`src/rtl/cpu_params.svh`:
```
`ifndef CPU_PARAMS_SVH
`define CPU_PARAMS_SVH

// Width of data words, registers and the PC
`define DATA_WIDTH 16

// Register file depth
`define REG_COUNT 16

`define RESET_PC 16'h0000

// Wishbone word address
`define ADDR_WIDTH 16

`endif

```
`src/rtl/ctrlPkg.sv`:
```
package ctrlPkg;

  // ALU operations, first seven line up with the ALU opcodes
  typedef enum logic [2:0] {
    ALU_ADD  = 3'd0,
    ALU_SUB  = 3'd1,
    ALU_AND  = 3'd2,
    ALU_OR   = 3'd3,
    ALU_XOR  = 3'd4,
    ALU_SLL  = 3'd5,
    ALU_SRL  = 3'd6,
    ALU_PASS = 3'd7
  } aluOpT;

  // Conditions tested against the flags register in MEM
  typedef enum logic [3:0] {
    EQ = 4'h0,
    NE = 4'h1,
    LT = 4'h2,
    GE = 4'h3,
    OV = 4'h4,
    AL = 4'h5
  } branchCondT;

endpackage

```
`src/rtl/isaPkg.sv`:
```
package isaPkg;

  // Major opcode in the top nibble of every instruction
  typedef enum logic [3:0] {
    ADD = 4'h0,
    SUB = 4'h1,
    AND = 4'h2,
    OR  = 4'h3,
    XOR = 4'h4,
    SLL = 4'h5,
    SRL = 4'h6,
    LLI = 4'h7,
    LW  = 4'h8,
    SW  = 4'h9,
    BR  = 4'hA,
    HLT = 4'hB
  } opcodeT;

  // One instruction word read two ways
  typedef union packed {
    // Register form where rt also serves as shift amount or memory offset
    struct packed {
      opcodeT     opcode;
      logic [3:0] rd;
      logic [3:0] rs;
      logic [3:0] rt;
    } regForm;
    // Immediate form for LLI and BR, BR keeps its condition in rd
    struct packed {
      opcodeT     opcode;
      logic [3:0] rd;
      logic [7:0] imm8;
    } immForm;
  } instrT;

endpackage

```
`src/rtl/cpu.sv`:
```
`timescale 1ns/1ns
`include "cpu_params.svh"

module cpu
  import ctrlPkg::*;
(
  input  logic                   clk,
  input  logic                   reset,
  output logic [`DATA_WIDTH-1:0] instrAddr,
  input  logic [`DATA_WIDTH-1:0] instr,
  output logic                   cyc,
  output logic                   stb,
  output logic                   we,
  output logic [`ADDR_WIDTH-1:0] adr,
  output logic [`DATA_WIDTH-1:0] datOut,
  input  logic [`DATA_WIDTH-1:0] datIn,
  input  logic                   ack,
  output logic                   hlt,
  output logic [`DATA_WIDTH-1:0] pc
);

  // Pipeline control
  logic busStall, hazard, interlock, flush, branch, bubbleId, haltBlock, hltHeld;
  logic [`DATA_WIDTH-1:0] branchAddr, pcNextIf;

  // IF/ID
  logic [`DATA_WIDTH-1:0] instrIfId, pcNextIfId;
  logic validIfId;

  // Decode outputs and ID/EX
  logic [`DATA_WIDTH-1:0] p0Id, p1Id, immId;
  logic [3:0] shamtId, regAddrId;
  aluOpT aluOpId;
  branchCondT condId;
  logic aluSrcId, regWeId, memReId, memWeId, memToRegId, isBranchId, flagEnId, haltId;
  logic [`DATA_WIDTH-1:0] p0IdEx, p1IdEx, immIdEx, pcNextIdEx;
  logic [3:0] shamtIdEx, regAddrIdEx;
  aluOpT aluOpIdEx;
  branchCondT condIdEx;
  logic aluSrcIdEx, regWeIdEx, memReIdEx, memWeIdEx, memToRegIdEx;
  logic isBranchIdEx, flagEnIdEx, haltIdEx;

  // Execute outputs and EX/MEM
  logic [`DATA_WIDTH-1:0] aluResultEx, branchTargetEx;
  logic zrEx, neEx, ovEx;
  logic [`DATA_WIDTH-1:0] aluResultExMem, branchTargetExMem, storeDataExMem;
  logic [3:0] regAddrExMem;
  branchCondT condExMem;
  logic zrExMem, neExMem, ovExMem;
  logic regWeExMem, memReExMem, memWeExMem, memToRegExMem;
  logic isBranchExMem, flagEnExMem, haltExMem;

  // Memory outputs, MEM/WB and writeback
  logic [`DATA_WIDTH-1:0] memDataMem, memDataMemWb, aluResultMemWb, dst;
  logic [3:0] regAddrMemWb;
  logic memToRegMemWb, regWeMemWb, haltMemWb;

  assign instrAddr = pc;
  assign flush     = branch;
  assign interlock = validIfId & hazard;
  // Nothing younger than a halt in flight may proceed
  assign haltBlock = haltIdEx | haltExMem | haltMemWb | hltHeld;
  assign bubbleId  = interlock | ~validIfId | haltBlock;

  fetchStage fetch (
    .clk(clk), .reset(reset), .stall(busStall | interlock), .branch(branch),
    .branchAddr(branchAddr), .halted((haltId & validIfId) | haltBlock),
    .pc(pc), .pcNext(pcNextIf)
  );

  //****************************************
  // IF/ID
  //****************************************
  always_ff @(posedge clk)
  begin
    if (reset || flush)
      validIfId <= 1'b0;
    else if (!busStall && !interlock)
    begin
      validIfId  <= 1'b1;
      instrIfId  <= instr;
      pcNextIfId <= pcNextIf;
    end
  end

  decodeStage decode (
    .clk(clk), .reset(reset), .instr(instrIfId),
    .exDst(regAddrIdEx), .exWe(regWeIdEx), .memDst(regAddrExMem), .memStageWe(regWeExMem),
    .dstAddr(regAddrMemWb), .dst(dst), .dstWe(regWeMemWb),
    .p0(p0Id), .p1(p1Id), .imm(immId), .shamt(shamtId), .aluOp(aluOpId), .aluSrc(aluSrcId),
    .regAddr(regAddrId), .regWe(regWeId), .memRe(memReId), .memWe(memWeId),
    .memToReg(memToRegId), .isBranch(isBranchId), .cond(condId), .flagEn(flagEnId),
    .halt(haltId), .hazard(hazard)
  );

  //****************************************
  // ID/EX
  //****************************************
  always_ff @(posedge clk)
  begin
    if (reset || flush || (bubbleId && !busStall))
    begin
      regWeIdEx    <= 1'b0;
      memReIdEx    <= 1'b0;
      memWeIdEx    <= 1'b0;
      isBranchIdEx <= 1'b0;
      flagEnIdEx   <= 1'b0;
      haltIdEx     <= 1'b0;
    end
    else if (!busStall)
    begin
      regWeIdEx    <= regWeId;
      memReIdEx    <= memReId;
      memWeIdEx    <= memWeId;
      isBranchIdEx <= isBranchId;
      flagEnIdEx   <= flagEnId;
      haltIdEx     <= haltId;
      p0IdEx       <= p0Id;
      p1IdEx       <= p1Id;
      immIdEx      <= immId;
      pcNextIdEx   <= pcNextIfId;
      shamtIdEx    <= shamtId;
      regAddrIdEx  <= regAddrId;
      aluOpIdEx    <= aluOpId;
      condIdEx     <= condId;
      aluSrcIdEx   <= aluSrcId;
      memToRegIdEx <= memToRegId;
    end
  end

  executeStage execute (
    .p0(p0IdEx), .p1(p1IdEx), .imm(immIdEx), .shamt(shamtIdEx), .aluOp(aluOpIdEx),
    .aluSrc(aluSrcIdEx), .pcNext(pcNextIdEx), .aluResult(aluResultEx),
    .branchTarget(branchTargetEx), .zr(zrEx), .ne(neEx), .ov(ovEx)
  );

  //****************************************
  // EX/MEM
  //****************************************
  always_ff @(posedge clk)
  begin
    if (reset || flush)
    begin
      regWeExMem    <= 1'b0;
      memReExMem    <= 1'b0;
      memWeExMem    <= 1'b0;
      isBranchExMem <= 1'b0;
      flagEnExMem   <= 1'b0;
      haltExMem     <= 1'b0;
    end
    else if (!busStall)
    begin
      regWeExMem        <= regWeIdEx;
      memReExMem        <= memReIdEx;
      memWeExMem        <= memWeIdEx;
      isBranchExMem     <= isBranchIdEx;
      flagEnExMem       <= flagEnIdEx;
      haltExMem         <= haltIdEx;
      aluResultExMem    <= aluResultEx;
      branchTargetExMem <= branchTargetEx;
      storeDataExMem    <= p1IdEx;
      regAddrExMem      <= regAddrIdEx;
      condExMem         <= condIdEx;
      memToRegExMem     <= memToRegIdEx;
      zrExMem           <= zrEx;
      neExMem           <= neEx;
      ovExMem           <= ovEx;
    end
  end

  memoryStage memory (
    .clk(clk), .reset(reset), .memRe(memReExMem), .memWe(memWeExMem),
    .addr(aluResultExMem), .wrData(storeDataExMem), .isBranch(isBranchExMem),
    .cond(condExMem), .branchTarget(branchTargetExMem),
    .zr(zrExMem), .ne(neExMem), .ov(ovExMem), .flagEn(flagEnExMem),
    .cyc(cyc), .stb(stb), .we(we), .adr(adr), .datOut(datOut), .datIn(datIn), .ack(ack),
    .memData(memDataMem), .branch(branch), .branchAddr(branchAddr), .stall(busStall)
  );

  //****************************************
  // MEM/WB and writeback select
  //****************************************
  always_ff @(posedge clk)
  begin
    if (reset)
    begin
      regWeMemWb <= 1'b0;
      haltMemWb  <= 1'b0;
    end
    else if (!busStall)
    begin
      regWeMemWb     <= regWeExMem;
      haltMemWb      <= haltExMem;
      memDataMemWb   <= memDataMem;
      aluResultMemWb <= aluResultExMem;
      regAddrMemWb   <= regAddrExMem;
      memToRegMemWb  <= memToRegExMem;
    end
  end

  assign dst = memToRegMemWb ? memDataMemWb : aluResultMemWb;

  // Sticky once the halt retires
  always_ff @(posedge clk)
  begin
    if (reset)
      hltHeld <= 1'b0;
    else if (haltMemWb)
      hltHeld <= 1'b1;
  end

  assign hlt = hltHeld | haltMemWb;

endmodule

```
`src/rtl/decodeStage.sv`:
```
`timescale 1ns/1ns
`include "cpu_params.svh"

module decodeStage
  import isaPkg::*, ctrlPkg::*;
(
  input  logic                   clk,
  input  logic                   reset,
  input  instrT                  instr,
  input  logic [3:0]             exDst,
  input  logic                   exWe,
  input  logic [3:0]             memDst,
  input  logic                   memStageWe,
  input  logic [3:0]             dstAddr,
  input  logic [`DATA_WIDTH-1:0] dst,
  input  logic                   dstWe,
  output logic [`DATA_WIDTH-1:0] p0,
  output logic [`DATA_WIDTH-1:0] p1,
  output logic [`DATA_WIDTH-1:0] imm,
  output logic [3:0]             shamt,
  output aluOpT                  aluOp,
  output logic                   aluSrc,
  output logic [3:0]             regAddr,
  output logic                   regWe, memRe, memWe, memToReg, isBranch,
  output branchCondT             cond,
  output logic                   flagEn, halt, hazard
);

  logic [`DATA_WIDTH-1:0] regs [`REG_COUNT];
  logic [3:0] rs;
  logic [3:0] p1Addr;
  logic useRs, useP1;
  logic rsHit, p1Hit;
  logic isMemOp;

  assign rs = instr.regForm.rs;
  // Stores read their data register through the second port
  assign p1Addr = (instr.regForm.opcode == SW) ? instr.regForm.rd : instr.regForm.rt;
  assign isMemOp = (instr.regForm.opcode == LW) || (instr.regForm.opcode == SW);

  // Known zero state after reset
  always_ff @(posedge clk)
  begin
    if (reset)
    begin
      for (int k = 0; k < `REG_COUNT; k++)
        regs[k] <= '0;
    end
    else if (dstWe)
      regs[dstAddr] <= dst;
  end

  // Writeback value bypasses the array on a same-cycle read
  assign p0 = (dstWe && dstAddr == rs) ? dst : regs[rs];
  assign p1 = (dstWe && dstAddr == p1Addr) ? dst : regs[p1Addr];

  assign regAddr = instr.regForm.rd;
  assign shamt   = instr.regForm.rt;
  assign cond    = branchCondT'(instr.immForm.rd);

  // Memory offset is an unsigned nibble, LLI and BR take a signed byte
  assign imm = isMemOp ? {{(`DATA_WIDTH-4){1'b0}}, instr.regForm.rt}
                       : {{(`DATA_WIDTH-8){instr.immForm.imm8[7]}}, instr.immForm.imm8};

  always_comb
  begin
    aluOp    = ALU_ADD;
    aluSrc   = 1'b0;
    regWe    = 1'b0;
    memRe    = 1'b0;
    memWe    = 1'b0;
    memToReg = 1'b0;
    isBranch = 1'b0;
    flagEn   = 1'b0;
    halt     = 1'b0;
    useRs    = 1'b0;
    useP1    = 1'b0;
    case (instr.regForm.opcode)
      ADD, SUB, AND, OR, XOR, SLL, SRL:
      begin
        aluOp  = aluOpT'(instr.regForm.opcode[2:0]);
        regWe  = 1'b1;
        flagEn = 1'b1;
        useRs  = 1'b1;
        // Shifts take rt as an amount, not a register
        useP1  = (instr.regForm.opcode != SLL) && (instr.regForm.opcode != SRL);
      end
      LLI:
      begin
        aluOp  = ALU_PASS;
        aluSrc = 1'b1;
        regWe  = 1'b1;
      end
      LW:
      begin
        aluSrc   = 1'b1;
        regWe    = 1'b1;
        memRe    = 1'b1;
        memToReg = 1'b1;
        useRs    = 1'b1;
      end
      SW:
      begin
        aluSrc = 1'b1;
        memWe  = 1'b1;
        useRs  = 1'b1;
        useP1  = 1'b1;
      end
      BR:  isBranch = 1'b1;
      HLT: halt = 1'b1;
      default: ;
    endcase
  end

  // Interlock against results still in EX or MEM
  assign rsHit  = (exWe && exDst == rs) || (memStageWe && memDst == rs);
  assign p1Hit  = (exWe && exDst == p1Addr) || (memStageWe && memDst == p1Addr);
  assign hazard = (useRs && rsHit) || (useP1 && p1Hit);

endmodule

```
`src/rtl/executeStage.sv`:
```
`timescale 1ns/1ns
`include "cpu_params.svh"

module executeStage
  import ctrlPkg::*;
(
  input  logic [`DATA_WIDTH-1:0] p0,
  input  logic [`DATA_WIDTH-1:0] p1,
  input  logic [`DATA_WIDTH-1:0] imm,
  input  logic [3:0]             shamt,
  input  aluOpT                  aluOp,
  input  logic                   aluSrc,
  input  logic [`DATA_WIDTH-1:0] pcNext,
  output logic [`DATA_WIDTH-1:0] aluResult,
  output logic [`DATA_WIDTH-1:0] branchTarget,
  output logic                   zr,
  output logic                   ne,
  output logic                   ov
);

  localparam int Msb = `DATA_WIDTH - 1;

  logic [`DATA_WIDTH-1:0] opB;

  assign opB = aluSrc ? imm : p1;

  always_comb
  begin
    ov = 1'b0;
    case (aluOp)
      ALU_ADD:
      begin
        aluResult = p0 + opB;
        ov = (p0[Msb] == opB[Msb]) && (aluResult[Msb] != p0[Msb]);
      end
      ALU_SUB:
      begin
        aluResult = p0 - opB;
        ov = (p0[Msb] != opB[Msb]) && (aluResult[Msb] != p0[Msb]);
      end
      ALU_AND: aluResult = p0 & opB;
      ALU_OR:  aluResult = p0 | opB;
      ALU_XOR: aluResult = p0 ^ opB;
      ALU_SLL: aluResult = p0 << shamt;
      ALU_SRL: aluResult = p0 >> shamt;
      // LLI passes the extended constant
      default: aluResult = opB;
    endcase
  end

  assign zr = (aluResult == '0);
  assign ne = aluResult[Msb];

  // Relative to the instruction after the branch
  assign branchTarget = pcNext + imm;

endmodule

```
`src/rtl/fetchStage.sv`:
```
`timescale 1ns/1ns
`include "cpu_params.svh"

module fetchStage (
  input  logic                   clk,
  input  logic                   reset,
  input  logic                   stall,
  input  logic                   branch,
  input  logic [`DATA_WIDTH-1:0] branchAddr,
  input  logic                   halted,
  output logic [`DATA_WIDTH-1:0] pc,
  output logic [`DATA_WIDTH-1:0] pcNext
);

  // Sequential successor, also carried down the pipe for branch targets
  assign pcNext = pc + 1'b1;

  always_ff @(posedge clk)
  begin
    if (reset)
      pc <= `RESET_PC;
    // Taken branch is older than anything holding the PC
    else if (branch)
      pc <= branchAddr;
    else if (!stall && !halted)
      pc <= pcNext;
  end

endmodule

```
`src/rtl/memoryStage.sv`:
```
`timescale 1ns/1ns
`include "cpu_params.svh"

module memoryStage
  import ctrlPkg::*;
(
  input  logic                   clk,
  input  logic                   reset,
  input  logic                   memRe,
  input  logic                   memWe,
  input  logic [`DATA_WIDTH-1:0] addr,
  input  logic [`DATA_WIDTH-1:0] wrData,
  input  logic                   isBranch,
  input  branchCondT             cond,
  input  logic [`DATA_WIDTH-1:0] branchTarget,
  input  logic                   zr,
  input  logic                   ne,
  input  logic                   ov,
  input  logic                   flagEn,
  output logic                   cyc,
  output logic                   stb,
  output logic                   we,
  output logic [`ADDR_WIDTH-1:0] adr,
  output logic [`DATA_WIDTH-1:0] datOut,
  input  logic [`DATA_WIDTH-1:0] datIn,
  input  logic                   ack,
  output logic [`DATA_WIDTH-1:0] memData,
  output logic                   branch,
  output logic [`DATA_WIDTH-1:0] branchAddr,
  output logic                   stall
);

  logic access;
  logic zrFlag, neFlag, ovFlag;
  logic condMet;

  //****************************************
  // Wishbone classic master
  //****************************************
  assign access = memRe | memWe;

  // Request held until ack, EX/MEM moves on at that same edge
  assign cyc    = access;
  assign stb    = access;
  assign we     = memWe;
  assign adr    = addr[`ADDR_WIDTH-1:0];
  assign datOut = wrData;
  assign stall  = access & ~ack;

  // Captured into MEM/WB on the ack edge
  assign memData = datIn;

  //****************************************
  // Flags and branch decision
  //****************************************
  always_ff @(posedge clk)
  begin
    if (reset)
    begin
      zrFlag <= 1'b0;
      neFlag <= 1'b0;
      ovFlag <= 1'b0;
    end
    else if (flagEn)
    begin
      zrFlag <= zr;
      neFlag <= ne;
      ovFlag <= ov;
    end
  end

  always_comb
  begin
    case (cond)
      EQ:      condMet = zrFlag;
      NE:      condMet = ~zrFlag;
      LT:      condMet = neFlag;
      GE:      condMet = ~neFlag;
      OV:      condMet = ovFlag;
      AL:      condMet = 1'b1;
      default: condMet = 1'b0;
    endcase
  end

  assign branch     = isBranch & condMet;
  assign branchAddr = branchTarget;

endmodule

```
`config.mk`:
```
export PLATFORM = sky130hd
export DESIGN_NAME = cpu
export DESIGN_NICKNAME = d
export VERILOG_FILES = /design/src/rtl/ctrlPkg.sv /design/src/rtl/isaPkg.sv /design/src/rtl/cpu.sv /design/src/rtl/decodeStage.sv /design/src/rtl/executeStage.sv /design/src/rtl/fetchStage.sv /design/src/rtl/memoryStage.sv
export VERILOG_INCLUDE_DIRS = /design/src /design/src/rtl
export SDC_FILE = /design/constraint.sdc
export NUM_CORES = 1
export LEC_CHECK = 0
export ABC_AREA = 1
export BUFFER_PORTS_ARGS = -buffer_cell sky130_fd_sc_hd__clkbuf_2
export CAP_MARGIN = 20
export CORE_MARGIN = 4
export CORE_UTILIZATION = 45
export DETAILED_ROUTE_END_ITERATION = 8
export PLACE_DENSITY_LB_ADDON = 0.2
export REMOVE_ABC_BUFFERS = 1
export SYNTH_ARGS = -nofsm -noshare
export SYNTH_HDL_FRONTEND = slang
export SYNTH_SLANG_ARGS = --single-unit
export TNS_END_PERCENT = 20
```
`constraint.sdc`:
```
create_clock -name clk -period 7.8 [get_ports clk]
set_input_delay 1.56 -clock clk [delete_from_list [all_inputs] [get_ports clk]]
set_output_delay 1.56 -clock clk [all_outputs]
set_load 0.01 [all_outputs]
```
== Yosys cells after proc, flatten, opt, wreduce, memory -nomap -nowiden ==
Memories as Yosys holds them, arrays and structs flattened. A register that Yosys moved wholly into a read port is not among the register bits.
Index checks and enable logic that the tools add are counted.
Storage, ports and cells
  bits in registers: 197
  latch bits: 0
  RAM bits: 256
  bits in read-only memories: 0
  input bits: 35
  output and inout port bits: 68
  word-level logic and storage cells: 167
  memories: 1
Operators by class
  add/sub/neg operators: 4
  $mul: 0
  divide/modulo/power cells: 0
  order comparisons: 0
  equality and inequality tests: 32
  shift operators: 2
  muxes and demuxes: 26
  bitwise gates (word level): 24
  reductions and logical operators: 36
Memories
  decode.regs: depth 16, bits a word 16, read ports 2, clocked after memory_dff 2, wr ports 16, RTL line decodeStage.sv:29  | logic [`DATA_WIDTH-1:0] regs [`REG_COUNT];
Operators by type and width (number)
  $pmux 16 s7: 1
  $mux 16: 5
  $add 16x16->16: 2
  $eq 4x3->1 const B: 6
  $reduce_or 9->1: 2
  $add 16x1->16 const B: 1
  $and 16x16->16: 1
  $eq 4x2->1 const B: 4
  $eq 4x4->1: 4
  $eq 4x4->1 const B: 4
  $logic_not 16->1: 1
  $or 16x16->16: 1
  $reduce_or 16->1: 1
  $shl 16x4->16: 1
  $shr 16x4->16: 1
  $sub 16x16->16: 1
  $xor 16x16->16: 1
  $mux 1: 14
  $logic_and 1x1->1: 12
  $eq 3x3->1 const B: 3
  $or 1x1->1: 9
  $eq 4x1->1 const B: 2
  $logic_not 4->1: 2
  $mux 4: 2
  other kinds (17): 43

== Logic depth before layout (Yosys ltp) ==
  word-level depth: 14
  mapped depth: 21
  gate-level depth less buffers: 20

== By module ==
A second synthesis with hierarchy kept.
Unflattened totals
  cells, all modules: 3697
  area, all modules: 30010.0 µm²
By module, submodules not included
  decodeStage: times used 1, cells each 2039, area an instance 15673.8 µm², sequential area each 7687.4 µm²
  cpu: times used 1, cells each 319, area an instance 7288.2 µm², sequential area each 6626.4 µm²
  executeStage: times used 1, cells each 1060, area an instance 5207.5 µm², sequential area each 0.0 µm²
  fetchStage: times used 1, cells each 178, area an instance 1148.6 µm², sequential area each 320.3 µm²
  memoryStage: times used 1, cells each 101, area an instance 691.9 µm², sequential area each 60.1 µm²

== Worst setup path before layout ==
No wires, ideal clock.
  kind: in2reg
  start point: input port reset
  end point: register aluOpIdEx[0] (enable)
  library setup time: 0.568 ns
  arrival: 6.392 ns
  data required time: 7.232 ns
  slack: 0.840 ns
  stages on the path: 3
  path buffers: 0
  path through: nor2_1 -> clkinv_1 -> nor3_1
On the way
  longest elaborated chain between the ends: 4
Ends and longest elaborated chain
  from (decl): RTL line cpu.sv:8  | input logic reset,
  $logic_or 1x1->1 (2 in series): RTL line cpu.sv:101  | if (reset || flush || (bubbleId && !busStall))
  $not 1->1 (no source line)
  $reduce_and 2->1 (no source line)
  to (signal assigned): RTL line cpu.sv:124  | aluOpIdEx <= aluOpId;
  to (decl): RTL line cpu.sv:38  | aluOpT aluOpIdEx;
Every way passes these cells.
A chain may end at the register's enable or synchronous reset.

== Worst setup path after layout ==
  start point: register immIdEx[1]
  end point: register zrExMem, data pin
On the way
  longest elaborated chain between the ends: 4
  elaborated cells between the ends (all ways): 8
  those cells by class: 2 x add/sub; 2 x mux; 3 x bitwise; 1 x reduce/logical
Ends and longest elaborated chain
  from (decl): RTL line cpu.sv:36  | logic [`DATA_WIDTH-1:0] p0IdEx, p1IdEx, immIdEx, pcNextIdEx;
  from (signal assigned): RTL line cpu.sv:120  | immIdEx <= immId;
  $mux 16 (*): RTL line executeStage.sv:25  | assign opB = aluSrc ? imm : p1;
  $sub 16x16->16 (tied with other cells): RTL line executeStage.sv:38  | aluResult = p0 - opB;
  $pmux 16 s7 (*): RTL line executeStage.sv:30  | case (aluOp)
  $logic_not 16->1 (*): RTL line executeStage.sv:51  | assign zr = (aluResult == '0);
  via execute.zr: RTL line executeStage.sv:16  | output logic zr,
  to (signal assigned): RTL line cpu.sv:165  | zrExMem <= zrEx;
  to (decl): RTL line cpu.sv:49  | logic zrExMem, neExMem, ovExMem;
Mark *: on every way through the listed nets, which the timed path passes. The rest lies on a longest branch.

==> impl_metrics.tcl <==
set metrics [dict create \
    via_per_inst 6.02 \
    worst_ep_arrival_time_ps 4880 \
    synth-edff-count 445 \
    switchingPower_mw 2.02 \
    final_nets 3345 \
    cts.path.max_buffers 3 \
    drc 0 \
    cp.required_ps 8260 \
    synthFlopType "edfxtp_1" \
    wl_per_cell_um 25.2 \
    grt_pass1_vias 22835 \
    cts_sinks 480 \
    portBuffers 102 \
    min_period_ps 4420 \
    synth_warnings 0 \
    peakVddDrop_mv 0.243 \
    worst-path-max-fanout 36 \
    worstSetupPathType "flip-flop to flip-flop" \
    synth.avg_cell_area_um2 8.43 \
    coreArea_mm2 0.0602 \
    drt_pre_antenna_iters 6 \
    p_int_mw 4.98 \
    fmaxAchievable_mhz 226 \
    r2r-start "immIdEx[1]" \
    dieArea_mm2 0.0647 \
    synth_common_cells "537 x nor2_1, 511 x nand2_1, 445 x edfxtp_1" \
    synth_top_area_cell "edfxtp_1" \
    hold-worst-slack_ps 413 \
    placed_cell_area_mm2 0.0285 \
    setup_violations 0 \
    hold_viol 0 \
    p_per_area_mw_per_mm2 230 \
    tritoncts "done" \
    tightestPinTransition_ps 1080 \
    dp.final_hpwl_um 70100 \
    p_leak_nw 12.6 \
    start_util_pct 45.3 \
    setup.worst_path.start "immIdEx[1]" \
    diodes 0 \
    clkTransAtPathRegs_ps 60 \
    cts_setup_buffers 0 \
    endpoint_kind "flip-flop" \
    finalPower_mw 7.00 \
    finClkSkew_ps 38.3 \
    h-tree-depth 2 \
    numCtsBuffers 52 \
    stdcell_count 4063 \
    root_buffer "clkbuf_16" \
    grt_pass1_wl_um 149000 \
    clk_latency_ps 620 \
    die_y_um 254 \
    drv_cap 0 \
    fin_util_pct 50.5 \
    synthCells 3240 \
    critPathBufInv 4 \
    ys_top_cells_by_area "edfxtp_1 49%, nor2_1 7.4%, nand2_1 7.0%, o21ai_0 6.4%, nand3_1 4.9%" \
    synth_cell_types 48 \
    die_w_um 254 \
    vias 24445 \
    slew_viol_final 0 \
    areaGrowthSynthToFinish_pct 11.5 \
    grt_max_degree 115 \
    wirelength_um 102000 \
    ant_nets 0 \
    detail_route.iter0.violations 3838 \
    hp-start "pcNextIfId[4]" \
    seqPwrFrac_pct 44.4 \
    yosysMostFrequentCell "nor2_1" \
    synth_seq_cells 480 \
    rsz0062_at_grt "no" \
    setup_slack_ps 3380 \
    num_rows 90 \
    cts-resized-gates 0 \
    placedCellCount 3962 \
    grt_overflow 0 \
    groute.usage.overall_pct 31.0 \
    drive_gt1_share_pct 9.11 \
    post-place-ws_ps 3220 \
    cts_hold_buffers 0 \
    power_frac_comb_pct 16.1 \
    ios 103 \
    ys_seq_area_share_pct 51.5 \
    gp_congestion 1.00 \
    sw_frac_of_total_pct 28.9 \
    setup-tns-final_ps 0 \
    cp-start-kind "flip-flop" \
    max_slew_margin_pct 27.5 \
    clkPwrFrac_pct 39.6 \
    antenna_found_initial 2 \
    worstPathCellList "buf_4 > inv_1 > buf_4 > nand2_1 > o21ai_0 > inv_1 > fa_1 > or2_2 > nand3_1 > nand3_1 > nor3_1 > nand3_1 > o21ai_0 > nand2_1 > nor2_1 > nand2_1 > nor2_1" \
    min_period_over_period_pct 56.7 \
    hold_path_class "flip-flop to flip-flop" \
    synthArstFlopShare_pct 0 \
    path_delay_family "simple AND/OR/NAND/NOR gates" \
    slowest_delay_ps 550 \
    stdcell_area_mm2 0.0304 \
    synth_top_cell_area_share_pct 48.9 \
    synth_area_mm2 0.0273 \
    status "completed" \
    critPathSlowestCell "fa_1" \
]
## per-layer routing
| layer | vias up | GRT usage [%] | part of all wire [%] |
|---|---|---|---|
| met2 | 1521 | 46.3 | 43 |
| met5 | - | 0 | 0.020 |
| met3 | 285 | 7.06 | 12 |
| met4 | 4 | 12.1 | 5.0 |
| met1 | 11603 | 44.2 | 41 |
| li1 | 11032 | - | - |
## path summary, 6_finish.rpt
| kind | to | slack [ps] | cells after the start |
|---|---|---|---|
| hold reg to reg | pcNextIdEx[4] | 410 | 0 |
| setup / recovery | zrExMem | 3380 | 17 |
| hold / removal | pcNextIdEx[4] | 410 | 0 |
| setup reg to reg | zrExMem | 3380 | 17 |
## flip-flops by register name, indices dropped and copies added, names as in the netlist, 3 cells and up
signal             cells
condIdEx               4
storeDataExMem        16
condExMem              4
memDataMemWb          16
instrIfId             16
immIdEx                8
branchTargetExMem     16
pcNextIdEx            16
fetch.pc              16
p0IdEx                16
aluOpIdEx              3
p1IdEx                16
regAddrMemWb           4
pcNextIfId            16
decode.regs          256
aluResultExMem        16
aluResultMemWb        16
## logic make-up (layout without fill, tap and decap cells)
| family | after synthesis | after routing | synth area share [%] |
|---|---|---|---|
| buf+inv | 523 | 564 | 7.73 |
| fa+ha+maj | 73 | 73 | 3.43 |
| flops | 480 | 480 | 51.5 |
| xor+xnor | 33 | 33 | 1.06 |
| mux | 16 | 16 | 0.587 |
| compound gates | 720 | 720 | 14.5 |
| simple gates | 1395 | 1395 | 21.2 |
## area by class of cell
class                      count  area (µm²)
fill                        5631       29800
clock buffer                  61        1370
inverter                     315        1190
timing repair buffer         151         910
tap                          782         978
clock inverter                37         562
multi-input combinational   2237       11400
sequential                   480       14100
## power groups by stage
stage | clock (mW) | combinational (mW) | sequential, mW
6_report | 2.77 | 1.13 | 3.11
5_1_grt | 2.92 | 1.22 | 3.11
4_1_cts | 2.81 | 1.09 | 3.10
3_5_place_dp | 0 | 1.09 | 3.16
3_3_place_gp | 0 | 1.08 | 3.16
2_1_floorplan | 0 | 0.620 | 3.12
## cells in the final DEF, fill, tap and decap left out, types with 4 or more instances in the layout
master,count
inv_6,4
o21ai_1,23
dfxtp_1,35
o21a_1,7
inv_2,8
nor3_1,19
o211ai_1,14
clkinv_1,8
o31ai_1,4
o22ai_1,11
mux2i_4,16
nand2_2,9
o221ai_1,64
nand2_1,511
o21ai_0,350
nand3_1,270
nand3b_1,6
nand4_1,16
nor2_1,534
clkinvlp_4,5
bufinv_16,13
ha_1,70
inv_1,301
or2_2,11
a21oi_1,233
clkbuf_2,102
clkbuf_1,6
xor2_1,24
buf_4,46
xnor2_1,9
clkinv_2,8
edfxtp_1,445
clkbuf_16,52
a211oi_1,6
## worst register-to-register path: cells and delay by family (launching register included)
family                   cells  cell delay, ps
buffers and inverters        4            1430
adder cells (fa/ha/maj)      1             550
AO/OA/AOI/OAI                2             510
AND/OR/NAND/NOR             10            1460
flip-flops                   1             350
(Power assumes the default switching activity.)
